--- config.mk ---
export PLATFORM = sky130hd
export DESIGN_NAME = iq_seq_top
export DESIGN_NICKNAME = d
export VERILOG_FILES = /design/src/rtl/iq_cfg_pkg.sv /design/src/rtl/iq_types_pkg.sv /design/src/rtl/iq_view_if.sv /design/src/rtl/wb_dispatch.sv /design/src/rtl/iq_store.sv /design/src/rtl/seqnum.sv /design/src/rtl/iq_commit.sv /design/src/rtl/iq_seq_top.sv
export SDC_FILE = /design/constraint.sdc
export NUM_CORES = 1
export LEC_CHECK = 0
export BUFFER_PORTS_ARGS = -buffer_cell sky130_fd_sc_hd__buf_2
export CORE_AREA = 5 5 215 217
export CTS_CLUSTER_DIAMETER = 60
export DETAILED_ROUTE_END_ITERATION = 8
export DIE_AREA = 0 0 220 222
export MAX_ROUTING_LAYER = met4
export PLACE_DENSITY = 0.65
export SKIP_LAST_GASP = 1
export SLEW_MARGIN = 20
export SYNTH_ARGS = -nofsm -noshare
export SYNTH_HDL_FRONTEND = slang
export SYNTH_HIERARCHICAL = 1
export SYNTH_SLANG_ARGS = --single-unit
--- constraint.sdc ---
create_clock -name clk -period 15.2 [get_ports clk]
set_input_delay 0 -clock clk [delete_from_list [all_inputs] [get_ports clk]]
set_output_delay 0 -clock clk [all_outputs]
set_load 0.02 [all_outputs]
--- src/rtl/iq_cfg_pkg.sv ---
// =========================================================
// instruction queue sizing
// depth, retire width and sequence number range
// =========================================================

package iq_cfg_pkg;

	// queue depth in entries
	localparam int IQ_ENTRIES = 8;

	// most head entries retired in one cycle
	localparam int QSLOTS = 2;

	// sequence number width and range split
	localparam int SNBIT = 6;
	// rebase amount and clamp edge
	localparam int SN_QUARTER = 1 << (SNBIT - 2);
	// overflow is raised from here upward
	localparam int SN_TOPQ = 3 * SN_QUARTER;

	// instruction word width
	localparam int PAYLOAD_W = 32;

	// index and counter widths
	localparam int QID_W = $clog2(IQ_ENTRIES);
	// count runs 0 .. IQ_ENTRIES
	localparam int CNT_W = $clog2(IQ_ENTRIES + 1);
	// retire amount runs 0 .. QSLOTS
	localparam int AMT_W = $clog2(QSLOTS + 1);

endpackage

--- src/rtl/iq_types_pkg.sv ---
// =========================================================
// instruction queue types
// indices, sequence numbers, payload and queue entry
// =========================================================

package iq_types_pkg;

	// slot index into the circular queue
	typedef logic [iq_cfg_pkg::QID_W-1:0] qid_t;

	// in-order sequence number
	typedef logic [iq_cfg_pkg::SNBIT-1:0] seqnum_t;

	// raw instruction word as written over the bus
	typedef logic [iq_cfg_pkg::PAYLOAD_W-1:0] payload_t;

	// number of valid entries
	typedef logic [iq_cfg_pkg::CNT_W-1:0] cnt_t;

	// entries retired in one cycle
	typedef logic [iq_cfg_pkg::AMT_W-1:0] amt_t;

	// one queue slot
	typedef struct packed {
		logic     valid;
		seqnum_t  sn;
		payload_t payload;
	} iq_entry_t;

endpackage

--- src/rtl/iq_view_if.sv ---
// =========================================================
// queue view
// entry array and pointers shared by store, seqnum, commit
// =========================================================
`timescale 1ns/1ns

interface iq_view_if;

	// whole entry array, valid or not
	iq_types_pkg::iq_entry_t entries [iq_cfg_pkg::IQ_ENTRIES];
	// head slot and its successors, oldest first
	iq_types_pkg::qid_t heads [iq_cfg_pkg::QSLOTS];
	iq_types_pkg::cnt_t count;

	// from seqnum, already lowered on overflow
	iq_types_pkg::seqnum_t maxsn;
	logic overflow;

	// entries leaving the head this cycle
	iq_types_pkg::amt_t hi_amt;

	modport store (output entries, heads, count, input maxsn, overflow, hi_amt);

	modport seq (input entries, output maxsn, overflow);

	modport commit (input entries, heads, count, output hi_amt);

endinterface

--- src/rtl/wb_dispatch.sv ---
// =========================================================
// wishbone dispatch port
// classic slave, writes enqueue one instruction each
// reads are acked with zero data
// =========================================================
`timescale 1ns/1ns

module wb_dispatch (
	input  logic                   clk,
	input  logic                   rst_n,
	input  logic                   wb_cyc,
	input  logic                   wb_stb,
	input  logic                   wb_we,
	input  iq_types_pkg::payload_t wb_dat_w,
	input  logic                   full,
	output logic                   wb_ack,
	output iq_types_pkg::payload_t wb_dat_r,
	output logic                   wr_en,
	output iq_types_pkg::payload_t wr_payload
);

	logic req;
	logic ack_q;

	assign req = wb_cyc && wb_stb;

	// registered ack one cycle after the request
	// a write waits here while the queue is full
	// ack_q blocks a second ack for the same request
	always_ff @(posedge clk or negedge rst_n)
	begin
		if (!rst_n)
			ack_q <= 1'b0;
		else
			ack_q <= req && !ack_q && (!wb_we || !full);
	end

	// master dropping stb takes ack away at once
	assign wb_ack = ack_q && req;

	// the acked cycle is the write cycle
	assign wr_en      = wb_ack && wb_we;
	assign wr_payload = wb_dat_w;

	// nothing readable behind this port
	assign wb_dat_r = '0;

	// full is only released by commit, so a write ack
	// must never see a full queue
	a_no_ack_full: assert property (@(posedge clk) disable iff (!rst_n)
		!(wb_ack && wb_we && full))
		else $error("wb_dispatch: write acked while queue full");

endmodule

--- src/rtl/iq_store.sv ---
// =========================================================
// instruction queue store
// circular entry array with head/tail, sequence tagging
// and quarter-range rebase of stored numbers
// =========================================================
`timescale 1ns/1ns

module iq_store (
	input  logic                   clk,
	input  logic                   rst_n,
	input  logic                   wr_en,
	input  iq_types_pkg::payload_t wr_payload,
	output logic                   full,
	output logic                   sn_rebase,
	iq_view_if.store               view
);

	iq_types_pkg::iq_entry_t entries_q [iq_cfg_pkg::IQ_ENTRIES];
	iq_types_pkg::qid_t      head_q;
	iq_types_pkg::qid_t      tail_q;
	iq_types_pkg::cnt_t      count_q;

	// lower by a quarter
	// stale low numbers go to zero
	function automatic iq_types_pkg::seqnum_t sn_lower(input iq_types_pkg::seqnum_t sn);
		if (sn < iq_types_pkg::seqnum_t'(iq_cfg_pkg::SN_QUARTER))
			return '0;
		return iq_types_pkg::seqnum_t'(sn - iq_cfg_pkg::SN_QUARTER);
	endfunction

	// =========================================================
	// entry array and pointers
	// =========================================================
	always_ff @(posedge clk or negedge rst_n)
	begin
		if (!rst_n)
		begin
			for (int i = 0; i < iq_cfg_pkg::IQ_ENTRIES; i++)
				entries_q[i] <= '0;
			head_q    <= '0;
			tail_q    <= '0;
			count_q   <= '0;
			sn_rebase <= 1'b0;
		end
		else
		begin
			// rebase every slot, valid or not
			if (view.overflow)
			begin
				for (int i = 0; i < iq_cfg_pkg::IQ_ENTRIES; i++)
					entries_q[i].sn <= sn_lower(entries_q[i].sn);
			end
			// free the retired heads
			for (int s = 0; s < iq_cfg_pkg::QSLOTS; s++)
			begin
				if (s < view.hi_amt)
					entries_q[view.heads[s]].valid <= 1'b0;
			end
			// new entry overrides the rebase of its own slot
			// maxsn is already lowered when overflow is set
			if (wr_en)
				entries_q[tail_q] <= '{valid: 1'b1,
					sn: iq_types_pkg::seqnum_t'(view.maxsn + 1'b1), payload: wr_payload};
			head_q    <= iq_types_pkg::qid_t'(head_q + view.hi_amt);
			tail_q    <= iq_types_pkg::qid_t'(tail_q + wr_en);
			count_q   <= iq_types_pkg::cnt_t'(count_q + wr_en - view.hi_amt);
			// one cycle pulse after the rebase edge
			sn_rebase <= view.overflow;
		end
	end

	// head and successors for the commit stage
	always_comb
	begin
		for (int s = 0; s < iq_cfg_pkg::QSLOTS; s++)
			view.heads[s] = iq_types_pkg::qid_t'(head_q + s);
	end

	assign view.entries = entries_q;
	assign view.count   = count_q;
	assign full = (count_q == iq_types_pkg::cnt_t'(iq_cfg_pkg::IQ_ENTRIES));

	// dispatch must hold off while full
	a_no_wr_full: assert property (@(posedge clk) disable iff (!rst_n)
		wr_en |-> !full)
		else $error("iq_store: write into full queue");

	// tail slot was freed by commit before it is reused
	a_wr_free: assert property (@(posedge clk) disable iff (!rst_n)
		wr_en |-> !entries_q[tail_q].valid)
		else $error("iq_store: write over a valid entry");

	// commit cannot free more than is held
	a_amt_le_count: assert property (@(posedge clk) disable iff (!rst_n)
		view.hi_amt <= view.count)
		else $error("iq_store: hi_amt above count");

endmodule

--- src/rtl/seqnum.sv ---
// =========================================================
// sequence number maximum
// largest stored number and overflow detect, combinational
// =========================================================
`timescale 1ns/1ns

module seqnum (
	iq_view_if.seq view
);

	// maximum before any rebase
	iq_types_pkg::seqnum_t raw_max;

	// scan all slots
	// freed slots still hold the last numbers they carried
	// so the max tracks the newest number handed out
	always_comb
	begin
		raw_max = '0;
		for (int n = 0; n < iq_cfg_pkg::IQ_ENTRIES; n++)
		begin
			if (view.entries[n].sn > raw_max)
				raw_max = view.entries[n].sn;
		end
	end

	// top quarter reached
	assign view.overflow = (raw_max >= iq_types_pkg::seqnum_t'(iq_cfg_pkg::SN_TOPQ));

	// store rebases on this same edge
	// so report the max as it will be after
	assign view.maxsn = view.overflow ?
		iq_types_pkg::seqnum_t'(raw_max - iq_cfg_pkg::SN_QUARTER) : raw_max;

endmodule

--- src/rtl/iq_commit.sv ---
// =========================================================
// in-order commit
// retires up to QSLOTS head entries per cycle on request
// =========================================================
`timescale 1ns/1ns

module iq_commit (
	input  logic                                              clk,
	input  logic                                              rst_n,
	input  iq_types_pkg::amt_t                                retire_req,
	output logic [iq_cfg_pkg::QSLOTS-1:0]                     retire_v,
	output iq_types_pkg::payload_t [iq_cfg_pkg::QSLOTS-1:0]   retire_payload,
	output iq_types_pkg::seqnum_t [iq_cfg_pkg::QSLOTS-1:0]    retire_sn,
	iq_view_if.commit                                         view
);

	// request limited by what the queue holds
	assign view.hi_amt = (retire_req > view.count) ?
		iq_types_pkg::amt_t'(view.count) : retire_req;

	// slot valids
	always_ff @(posedge clk or negedge rst_n)
	begin
		if (!rst_n)
			retire_v <= '0;
		else
		begin
			for (int s = 0; s < iq_cfg_pkg::QSLOTS; s++)
				retire_v[s] <= (s < view.hi_amt);
		end
	end

	// slot data, slot 0 is the oldest
	// meaningful only where retire_v is set
	always_ff @(posedge clk)
	begin
		for (int s = 0; s < iq_cfg_pkg::QSLOTS; s++)
		begin
			retire_payload[s] <= view.entries[view.heads[s]].payload;
			retire_sn[s]      <= view.entries[view.heads[s]].sn;
		end
	end

	// =========================================================
	// checks
	// =========================================================
	// store tags consecutive numbers and rebases them together
	for (genvar s = 1; s < iq_cfg_pkg::QSLOTS; s++)
	begin : g_sn_chk
		a_sn_step: assert property (@(posedge clk) disable iff (!rst_n)
			retire_v[s] |-> retire_v[s-1] &&
				(retire_sn[s] == iq_types_pkg::seqnum_t'(retire_sn[s-1] + 1'b1)))
			else $error("iq_commit: slot %0d sn not one above slot %0d", s, s - 1);
	end

endmodule

--- src/rtl/iq_seq_top.sv ---
// =========================================================
// sequence tracking slice top
// wishbone dispatch, queue store, seqnum and commit
// =========================================================
`timescale 1ns/1ns

module iq_seq_top (
	input  logic                                              clk,
	input  logic                                              rst_n,
	// wishbone slave
	input  logic                                              wb_cyc,
	input  logic                                              wb_stb,
	input  logic                                              wb_we,
	input  iq_types_pkg::payload_t                            wb_dat_w,
	output logic                                              wb_ack,
	output iq_types_pkg::payload_t                            wb_dat_r,
	// retirement
	input  iq_types_pkg::amt_t                                retire_req,
	output logic [iq_cfg_pkg::QSLOTS-1:0]                     retire_v,
	output iq_types_pkg::payload_t [iq_cfg_pkg::QSLOTS-1:0]   retire_payload,
	output iq_types_pkg::seqnum_t [iq_cfg_pkg::QSLOTS-1:0]    retire_sn,
	output logic                                              sn_rebase
);

	// dispatch to store
	logic                   wr_en;
	iq_types_pkg::payload_t wr_payload;
	logic                   full;

	iq_view_if view_i ();

	wb_dispatch dispatch_i (
		.clk        (clk),
		.rst_n      (rst_n),
		.wb_cyc     (wb_cyc),
		.wb_stb     (wb_stb),
		.wb_we      (wb_we),
		.wb_dat_w   (wb_dat_w),
		.full       (full),
		.wb_ack     (wb_ack),
		.wb_dat_r   (wb_dat_r),
		.wr_en      (wr_en),
		.wr_payload (wr_payload)
	);

	iq_store store_i (
		.clk        (clk),
		.rst_n      (rst_n),
		.wr_en      (wr_en),
		.wr_payload (wr_payload),
		.full       (full),
		.sn_rebase  (sn_rebase),
		.view       (view_i.store)
	);

	seqnum seqnum_i (
		.view (view_i.seq)
	);

	iq_commit commit_i (
		.clk            (clk),
		.rst_n          (rst_n),
		.retire_req     (retire_req),
		.retire_v       (retire_v),
		.retire_payload (retire_payload),
		.retire_sn      (retire_sn),
		.view           (view_i.commit)
	);

endmodule

==> flow_summary.json, run 1 <==
{
  "yosysWarnings": 6,
  "grt_pass1_wl_microns": 90700,
  "rrSetupSlack_ns": 1.09,
  "fin_skew_ns": 0.0238,
  "port_buffers": 118,
  "gp_congestion": 0.885,
  "die_w_microns": 220,
  "hold_viol": 0,
  "required_ns": 15.64,
  "relSlewSlack_pct": 24.7,
  "ant_nets": 0,
  "setup_viol": 0,
  "h-tree-depth": 2,
  "rsz0062_at_grt": "false",
  "via_count": 15800,
  "grt_overflow": 0,
  "status": "finished, final reports clean",
  "clock-sinks": 394,
  "hpwlAfterDp_microns": 35100,
  "max_stage_delay_ns": 0.47,
  "synth_area_sq_mm": 0.0213,
  "nets": 2176,
  "tns_ns": 0,
  "fin_area_sq_mm": 0.0235,
  "cp-start-kind": "flip-flop",
  "avgSynthCellArea_sq_um": 10.4,
  "tightest_slew_ns": 1.13,
  "row_count": 77,
  "fin_hold_ws_ns": 0.0813,
  "cts_made_buffers": 43,
  "path_clk_slew_ns": 0.06,
  "final_cells": 2718,
  "core_area_sq_mm": 0.0439,
  "period_needed_ns": 14.11,
  "cap_violations": 0,
  "crit_path_end_kind": "flip-flop",
  "root_buffer": "clkbuf_16",
  "max_freq_mhz": 70.9,
  "leakagePower_nw": 11.6,
  "vdd_drop_max_v": 0.000207,
  "tritoncts": "done",
  "antenna_found_initial": 2,
  "boundaryPins": 151,
  "grt_pass1_vias": 15800,
  "worst_path_max_delay_cell": "and2b_1",
  "cellPowerDensity_mw_per_mm2": 247,
  "placed_area_sq_mm": 0.0217,
  "drt-initial-drc-count": 1619,
  "finalMaxSlewViolations": 0,
  "n_fill_cell": 3851,
  "layout.core_utilization_pct": 53.4,
  "grt_use_total_pct": 24.4,
  "wirelength_microns": 58300,
  "fin_crit_sh_pct": 92.8,
  "layout_setup_ws_ns": 1.09,
  "areaGrowthSynthToFinish_pct": 10.2,
  "critPathKind": "reg2reg",
  "dieArea_sq_mm": 0.0488,
  "crit_arrival_ns": 14.55,
  "cts_buffer_depth": 3,
  "regArea_sq_mm": 0.00949,
  "clock_latency_ns": 0.56,
  "drt-wirelength-per-cell_microns": 21.4,
  "initial_core_util_pct": 48.5,
  "die_y_microns": 222,
  "pre_cts_slack_ns": 1.17,
  "crit_top_cell": "ha_1",
  "dp_cells": 2601,
  "drive_gt1_share_pct": 22.6,
  "drc": 0,
  "multi_input_comb_area_sq_mm": 0.0105,
  "firstDrtPassIters": 6,
  "power_mw": 5.79,
  "hold_class": "in2async",
  "grt_max_degree": 117,
  "crit_fanout": 16,
  "syn_inst": 2052,
  "viasPerCell": 5.81
}
## worst max-delay path: cells and delay by family (launching register included)
kind | cells | cell delay (ns)
compound gates | 28 | 6.63
buf+inv | 5 | 0.70
fa+ha+maj | 7 | 2.07
simple gates | 14 | 2.67
flops | 1 | 0.41
mux | 4 | 1.51
## area by class of cell
class	instances	share of cell area, %
multi-input cells	1422	44.8
flip-flops and latches	394	40.4
clock buffers	62	5.14
repair buffers	182	5.01
well taps	592	3.15
inverters	49	0.799
clock inverters	15	0.709
diodes	2	0.0213
## layout by cell type (no fill, tap or decap), types with 8 or more instances in the layout
master and count:
inv_1 47, o21a_1 9, a22o_1 16, mux4_2 152, clkbuf_1 13, o21ai_0 27
nor2_1 18, buf_4 26, dlygate4sd3_1 38, clkbuf_16 43, nand3_1 15, a21o_1 8
mux2_2 85, o2bb2ai_1 17, mux2i_1 20, clkinv_2 8, nor2b_1 8, o211ai_1 19
nand2_1 794, a21oi_1 22, o31a_1 8, conb_1 32, dfxtp_1 76, dfrtp_1 315
ha_1 42, or4_1 9, buf_2 117
## final timing paths
| kind | from | to | cells past startpoint |
|---|---|---|---|
| setup / recovery | store_i/view.entries[310] | store_i/view.entries[190] | 58 |
| hold / removal | rst_n | store_i/view.entries[303] | 2 |
| setup reg to reg | store_i/view.entries[310] | store_i/view.entries[190] | 58 |
| hold reg to reg | store_i/view.entries[119] | store_i/view.entries[119] | 2 |
| max in group asynchronous | rst_n | store_i/view.entries[11] | 4 |
| min in group clk | wb_stb | dispatch_i/ack_q | 4 |
## registers in the layout, indices dropped and copies added (netlist names)
signal                   count
commit_i/retire_sn          12
store_i/view.count           4
dispatch_i/ack_q             1
commit_i/retire_payload     64
store_i/tail_q               3
commit_i/retire_v            2
store_i/sn_rebase            1
store_i/head_q               3
store_i/view.entries       304
## per-layer routing
layer | track usage, % | up-vias | wire length, microns
met3 | 4.40 | 95 | 4930
met1 | 34.0 | 7969 | 24400
met4 | 6.30 | 0 | 1280
met2 | 37.5 | 712 | 27600
li1 | - | 7021 | -
met5 | - | - | 0
## report_power, final
part / leakage [nW] / internal (mW) / switching, mW / total (mW)
clock: 0.671 / 0.603 / 0.421 / 1.02
sequential: 4.97 / 1.24 / 0.222 / 1.46
combinational: 5.95 / 1.39 / 1.91 / 3.30
## timing repair
| action | CTS | global route |
|---|---|---|
| hold buffers | 38 | 0 |
| resized for setup | 0 | 1 |
| endpoints found under the setup margin | 0 | 22 |
| endpoints found under the hold margin | 375 | 0 |
| setup buffers | 0 | 0 |
Note: power is estimated with default switching activity, not from simulation.
==> inputs of run 2 (changes only) <==
--- a/config.mk
+++ b/config.mk
@@ -6,12 +6,12 @@
 export NUM_CORES = 1
 export LEC_CHECK = 0
 export BUFFER_PORTS_ARGS = -buffer_cell sky130_fd_sc_hd__buf_2
-export CORE_AREA = 5 5 215 217
+export CORE_AREA = 5 5 207 209
 export CTS_CLUSTER_DIAMETER = 60
 export DETAILED_ROUTE_END_ITERATION = 8
-export DIE_AREA = 0 0 220 222
+export DIE_AREA = 0 0 212 214
 export MAX_ROUTING_LAYER = met4
-export PLACE_DENSITY = 0.65
+export PLACE_DENSITY = 0.7
 export SKIP_LAST_GASP = 1
 export SLEW_MARGIN = 20
 export SYNTH_ARGS = -nofsm -noshare
==> flow_summary.json, run 2 (synthesized netlist as in run 1, its figures left out) <==
{
  "grt_pass1_vias": 16000,
  "finalMaxSlewViolations": 0,
  "switchingPower_mw": 2.56,
  "critPathKind": "reg2reg",
  "postCtsSetupRepairBufs": 0,
  "cellPowerDensity_mw_per_mm2": 248,
  "setup_viol": 0,
  "crit_top_cell": "ha_1",
  "period_needed_ns": 13.94,
  "hold_class": "in2async",
  "core_area_sq_mm": 0.0406,
  "worst_path_max_delay_cell": "and2b_1",
  "final_cells": 2666,
  "die_y_microns": 214,
  "tns_ns": 0,
  "port_buffers": 118,
  "clock-sinks": 394,
  "areaGrowthSynthToFinish_pct": 10.6,
  "crit_family": "compound AO/OA/AOI/OAI gates",
  "drc": 0,
  "path_clk_slew_ns": 0.06,
  "tritoncts": "done",
  "fin_skew_ns": 0.0246,
  "seqPwrFrac_pct": 24.8,
  "hpwlAfterDp_microns": 35000,
  "crit_arrival_ns": 14.38,
  "regArea_sq_mm": 0.00949,
  "internal_power_mw": 3.28,
  "cts_buffer_depth": 3,
  "swShare_pct": 43.8,
  "ant_nets": 0,
  "clock_latency_ns": 0.57,
  "cp-start-kind": "flip-flop",
  "use_met2_pct": 40.5,
  "placed_area_sq_mm": 0.0217,
  "relSlewSlack_pct": 30.7,
  "pre_cts_slack_ns": 1.29,
  "root_buffer": "clkbuf_16",
  "required_ns": 15.63,
  "die_w_microns": 212,
  "path_buf_inv": 4,
  "layout.core_utilization_pct": 58.0,
  "firstDrtPassIters": 6,
  "pwr-share-comb_pct": 56.6,
  "drt-initial-drc-count": 1527,
  "viasPerCell": 5.96,
  "grt-busiest-layer": "met2",
  "largest_reg_flops": 304,
  "antenna_found_initial": 2,
  "grtUsageMet1_pct": 35.4,
  "dieArea_sq_mm": 0.0454,
  "nets": 2180,
  "hold_viol": 0,
  "max_stage_delay_ns": 0.48,
  "rsz0062_at_grt": "false",
  "dp_cells": 2543,
  "boundaryPins": 151,
  "h-tree-depth": 2,
  "layout_setup_ws_ns": 1.26,
  "grt_overflow": 0,
  "drive_gt1_share_pct": 23.0,
  "gp_congestion": 0.862,
  "crit_path_end_kind": "flip-flop",
  "max_freq_mhz": 71.7,
  "clockPowerShare_pct": 18.6,
  "n_fill_cell": 3328,
  "multi_input_comb_area_sq_mm": 0.0105,
  "tightest_slew_ns": 1.03,
  "initial_core_util_pct": 52.4,
  "crit_fanout": 18,
  "grt_pass1_wl_microns": 90800,
  "grt_use_total_pct": 26.0,
  "vdd_drop_max_v": 0.000206,
  "drt-wirelength-per-cell_microns": 21.8,
  "wirelength_microns": 58200,
  "via_count": 15900,
  "final_cell_mix": "794 x nand2_1, 315 x dfrtp_1, 152 x mux4_2, 117 x buf_2, 85 x mux2_2",
  "layout_commonest_cell": "nand2_1",
  "status": "finished, final reports clean",
  "grt_max_degree": 158,
  "fin_area_sq_mm": 0.0236,
  "row_count": 74,
  "cap_violations": 0,
  "leakagePower_nw": 11.7,
  "grt.met3_usage_pct": 4.49,
  "fin_crit_sh_pct": 91.7,
  "cts_made_buffers": 45
}
-- run 2: worst reg2reg max path: cells and delay by family (launching register included) --
kind,cells,cell delay (ns)
AND/OR/NAND/NOR,15,2.54
flip-flops,1,0.45
buffers and inverters,4,0.61
AO/OA/AOI/OAI,30,7.26
adder cells (fa/ha/maj),7,2.05
multiplexers,3,0.93
-- run 2: metal layers --
layer  part of all wire, %  vias to the layer above  wire length, microns
met5                     0                        -                     0
met4                   2.7                        0                  1580
met2                    48                      767                 28000
met3                   8.9                      125                  5200
met1                    40                     7958                 23400
li1                      -                     7027                     -
-- run 2: area by class of cell --
type	count	area share (%)
Multi-Input combinational cell	1422	44.6
Sequential cell	394	40.3
Clock buffer	65	5.70
Timing Repair Buffer	184	5.12
Tap cell	532	2.82
Inverter	49	0.791
Clock inverter	17	0.685
Antenna cell	3	0.0319
-- run 2: power groups by stage --
| stage | logic [mW] | registers [mW] | clock network [mW] |
|---|---|---|---|
| 2_1_floorplan | 2.56 | 1.44 | 0 |
| 3_3_place_gp | 3.14 | 1.45 | 0 |
| 3_5_place_dp | 3.25 | 1.46 | 0 |
| 4_1_cts | 3.26 | 1.44 | 1.10 |
| 5_1_grt | 3.59 | 1.47 | 1.15 |
| 6_report | 3.31 | 1.45 | 1.09 |
-- run 2: worst paths after layout --
path,startpoint,to,slack [ns],cells after the start
max,store_i/view.entries[271],store_i/view.entries[190],1.26,59
min,rst_n,store_i/view.entries[220],0.03,2
max reg2reg,store_i/view.entries[271],store_i/view.entries[190],1.26,59
min reg2reg,store_i/view.entries[281],store_i/view.entries[281],0.49,2
max in group asynchronous,rst_n,store_i/view.entries[11],13.73,3
min in group clk,wb_stb,dispatch_i/ack_q,0.25,4
-- run 2: timing repair --
action,4_1_cts,5_1_grt
endpoints found under the hold margin,350,0
hold buffers,38,0
endpoints found under the setup margin,0,1
resized for setup,0,1
-- run 2: metrics by stage --
stage	power (mW)	hold WS, ns
6_report	5.84	0.0332
5_1_grt	6.20	0.0840
4_1_cts	5.81	0.0575
3_5_place_dp	4.70	0.0688
3_3_place_gp	4.58	0.0655
2_1_floorplan	4.00	-0.296
==> inputs of run 3 (changes only) <==
--- a/config.mk
+++ b/config.mk
@@ -5,13 +5,14 @@
 export SDC_FILE = /design/constraint.sdc
 export NUM_CORES = 1
 export LEC_CHECK = 0
+export ABC_AREA = 1
 export BUFFER_PORTS_ARGS = -buffer_cell sky130_fd_sc_hd__buf_2
-export CORE_AREA = 5 5 207 209
+export CORE_AREA = 5 5 219 221
 export CTS_CLUSTER_DIAMETER = 60
 export DETAILED_ROUTE_END_ITERATION = 8
-export DIE_AREA = 0 0 212 214
+export DIE_AREA = 0 0 224 226
 export MAX_ROUTING_LAYER = met4
-export PLACE_DENSITY = 0.7
+export PLACE_DENSITY = 0.69
 export SKIP_LAST_GASP = 1
 export SLEW_MARGIN = 20
 export SYNTH_ARGS = -nofsm -noshare
==> flow_summary.json, run 3 <==
{
  "required_ns": 15.61,
  "synth_area_sq_mm": 0.0239,
  "cap_violations": 0,
  "setup_viol": 0,
  "critPathKind": "reg2reg",
  "h-tree-depth": 2,
  "dieArea_sq_mm": 0.0506,
  "die_y_microns": 226,
  "hold_viol": 1,
  "cp-start-kind": "flip-flop",
  "syn_inst": 3399,
  "row_count": 79,
  "max_stage_delay_ns": 0.70,
  "nets": 3489,
  "path_clk_slew_ns": 0.06,
  "crit_top_cell": "nand2_1",
  "clock-sinks": 394,
  "final_cell_mix": "1388 x nand2_1, 448 x inv_1, 413 x nand3_1, 315 x dfrtp_1, 186 x o21ai_1",
  "port_buffers": 118,
  "grt_use_total_pct": 26.2,
  "initial_core_util_pct": 51.9,
  "cts_made_buffers": 48,
  "largest_reg_flops": 304,
  "crit_fanout": 12,
  "wirelength_microns": 65200,
  "violations": "hold timing",
  "clock_latency_ns": 0.59,
  "drc": 0,
  "yosysWarnings": 6,
  "core_area_sq_mm": 0.0460,
  "tightest_slew_ns": 1.18,
  "rsz0062_at_grt": "false",
  "worst_path_max_delay_cell": "xnor2_1",
  "post_cts_resized": 0,
  "drt-initial-drc-count": 1862,
  "tns_ns": 0,
  "grt_pass1_vias": 19500,
  "grt_pass1_wl_microns": 104000,
  "max_freq_mhz": 97.4,
  "hold_buffers": 40,
  "die_w_microns": 224,
  "root_buffer": "clkbuf_16",
  "fin_skew_ns": 0.0319,
  "tritoncts": "done",
  "layout_commonest_cell": "nand2_1",
  "fin_crit_sh_pct": 67.6,
  "viasPerCell": 5.13,
  "grt_overflow": 0,
  "via_count": 20800,
  "hpwlAfterDp_microns": 37300,
  "areaGrowthSynthToFinish_pct": 7.71,
  "postCtsSetupRepairBufs": 0,
  "boundaryPins": 151,
  "crit_arrival_ns": 10.68,
  "hold_class": "in2async",
  "fin_hold_ws_ns": -0.00864,
  "drive_gt1_share_pct": 11.5,
  "status": "finished, violations left",
  "cts_buffer_depth": 3,
  "diodes": 0,
  "period_needed_ns": 10.27,
  "crit_path_end_kind": "flip-flop",
  "avgSynthCellArea_sq_um": 7.02,
  "finalMaxSlewViolations": 0,
  "antenna_found_initial": 0,
  "gp_congestion": 0.919,
  "firstDrtPassIters": 6,
  "grt_max_degree": 168,
  "relSlewSlack_pct": 21.2,
  "drt-wirelength-per-cell_microns": 16.1,
  "ant_nets": 0
}
[run 3: per-stage QoR]
step	util, %	worst slack [ns]	hold slack, ns	cell area [sq um]	cells
final	55.9	4.93	-0.00864	25700	4052
after global routing	55.9	3.78	0.0714	25700	4052
after CTS	55.9	4.90	0.0230	25700	4052
after detailed placement	51.4	4.92	0.0568	23600	3922
after global placement	51.4	5.25	0.0578	23600	3922
after floorplan	-	6.35	-0.296	24000	3430
[run 3: final timing paths]
check,from,to,slack [ns],cells after the start
min reg2reg,store_i/view.entries[27],store_i/view.entries[27],0.48,2
min,rst_n,store_i/view.entries[246],-0.009,2
min in group clk,wb_stb,dispatch_i/ack_q,0.21,4
max in group asynchronous,rst_n,store_i/head_q[0],13.72,3
max reg2reg,store_i/view.entries[310],store_i/view.entries[190],4.93,65
max,store_i/view.entries[310],store_i/view.entries[190],4.93,65
[run 3: area by class of cell]
type / count / area [sq um]
Clock buffer: 72 / 1450
Clock inverter: 18 / 204
Fill cell: 4573 / 20300
Inverter: 465 / 1770
Multi-Input combinational cell: 2323 / 10900
Sequential cell: 394 / 9490
Tap cell: 607 / 759
Timing Repair Buffer: 173 / 1130
[run 3: worst max-delay path: cells and delay by family (launching register included)]
family                     cells  cell delay, ns
buffers and inverters         11            0.89
adders and majority gates      8            2.46
xor gates and xnor gates       1            0.70
DFF                            1            0.39
and+or+nand+nor               35            4.20
AOI/OAI and AO/OA             10            1.45
[run 3: metal layers]
layer	wire length, microns	up-vias	GRT usage (%)
met1	28700	9486	35.0
met3	4670	142	3.73
met5	0	-	-
met2	29800	719	40.7
met4	2080	0	9.94
li1	-	10400	-
Power of run 3 is left out: the tool's default activity adds up to more than one toggle a clock period on the data nets, which glitch-free logic cannot reach.
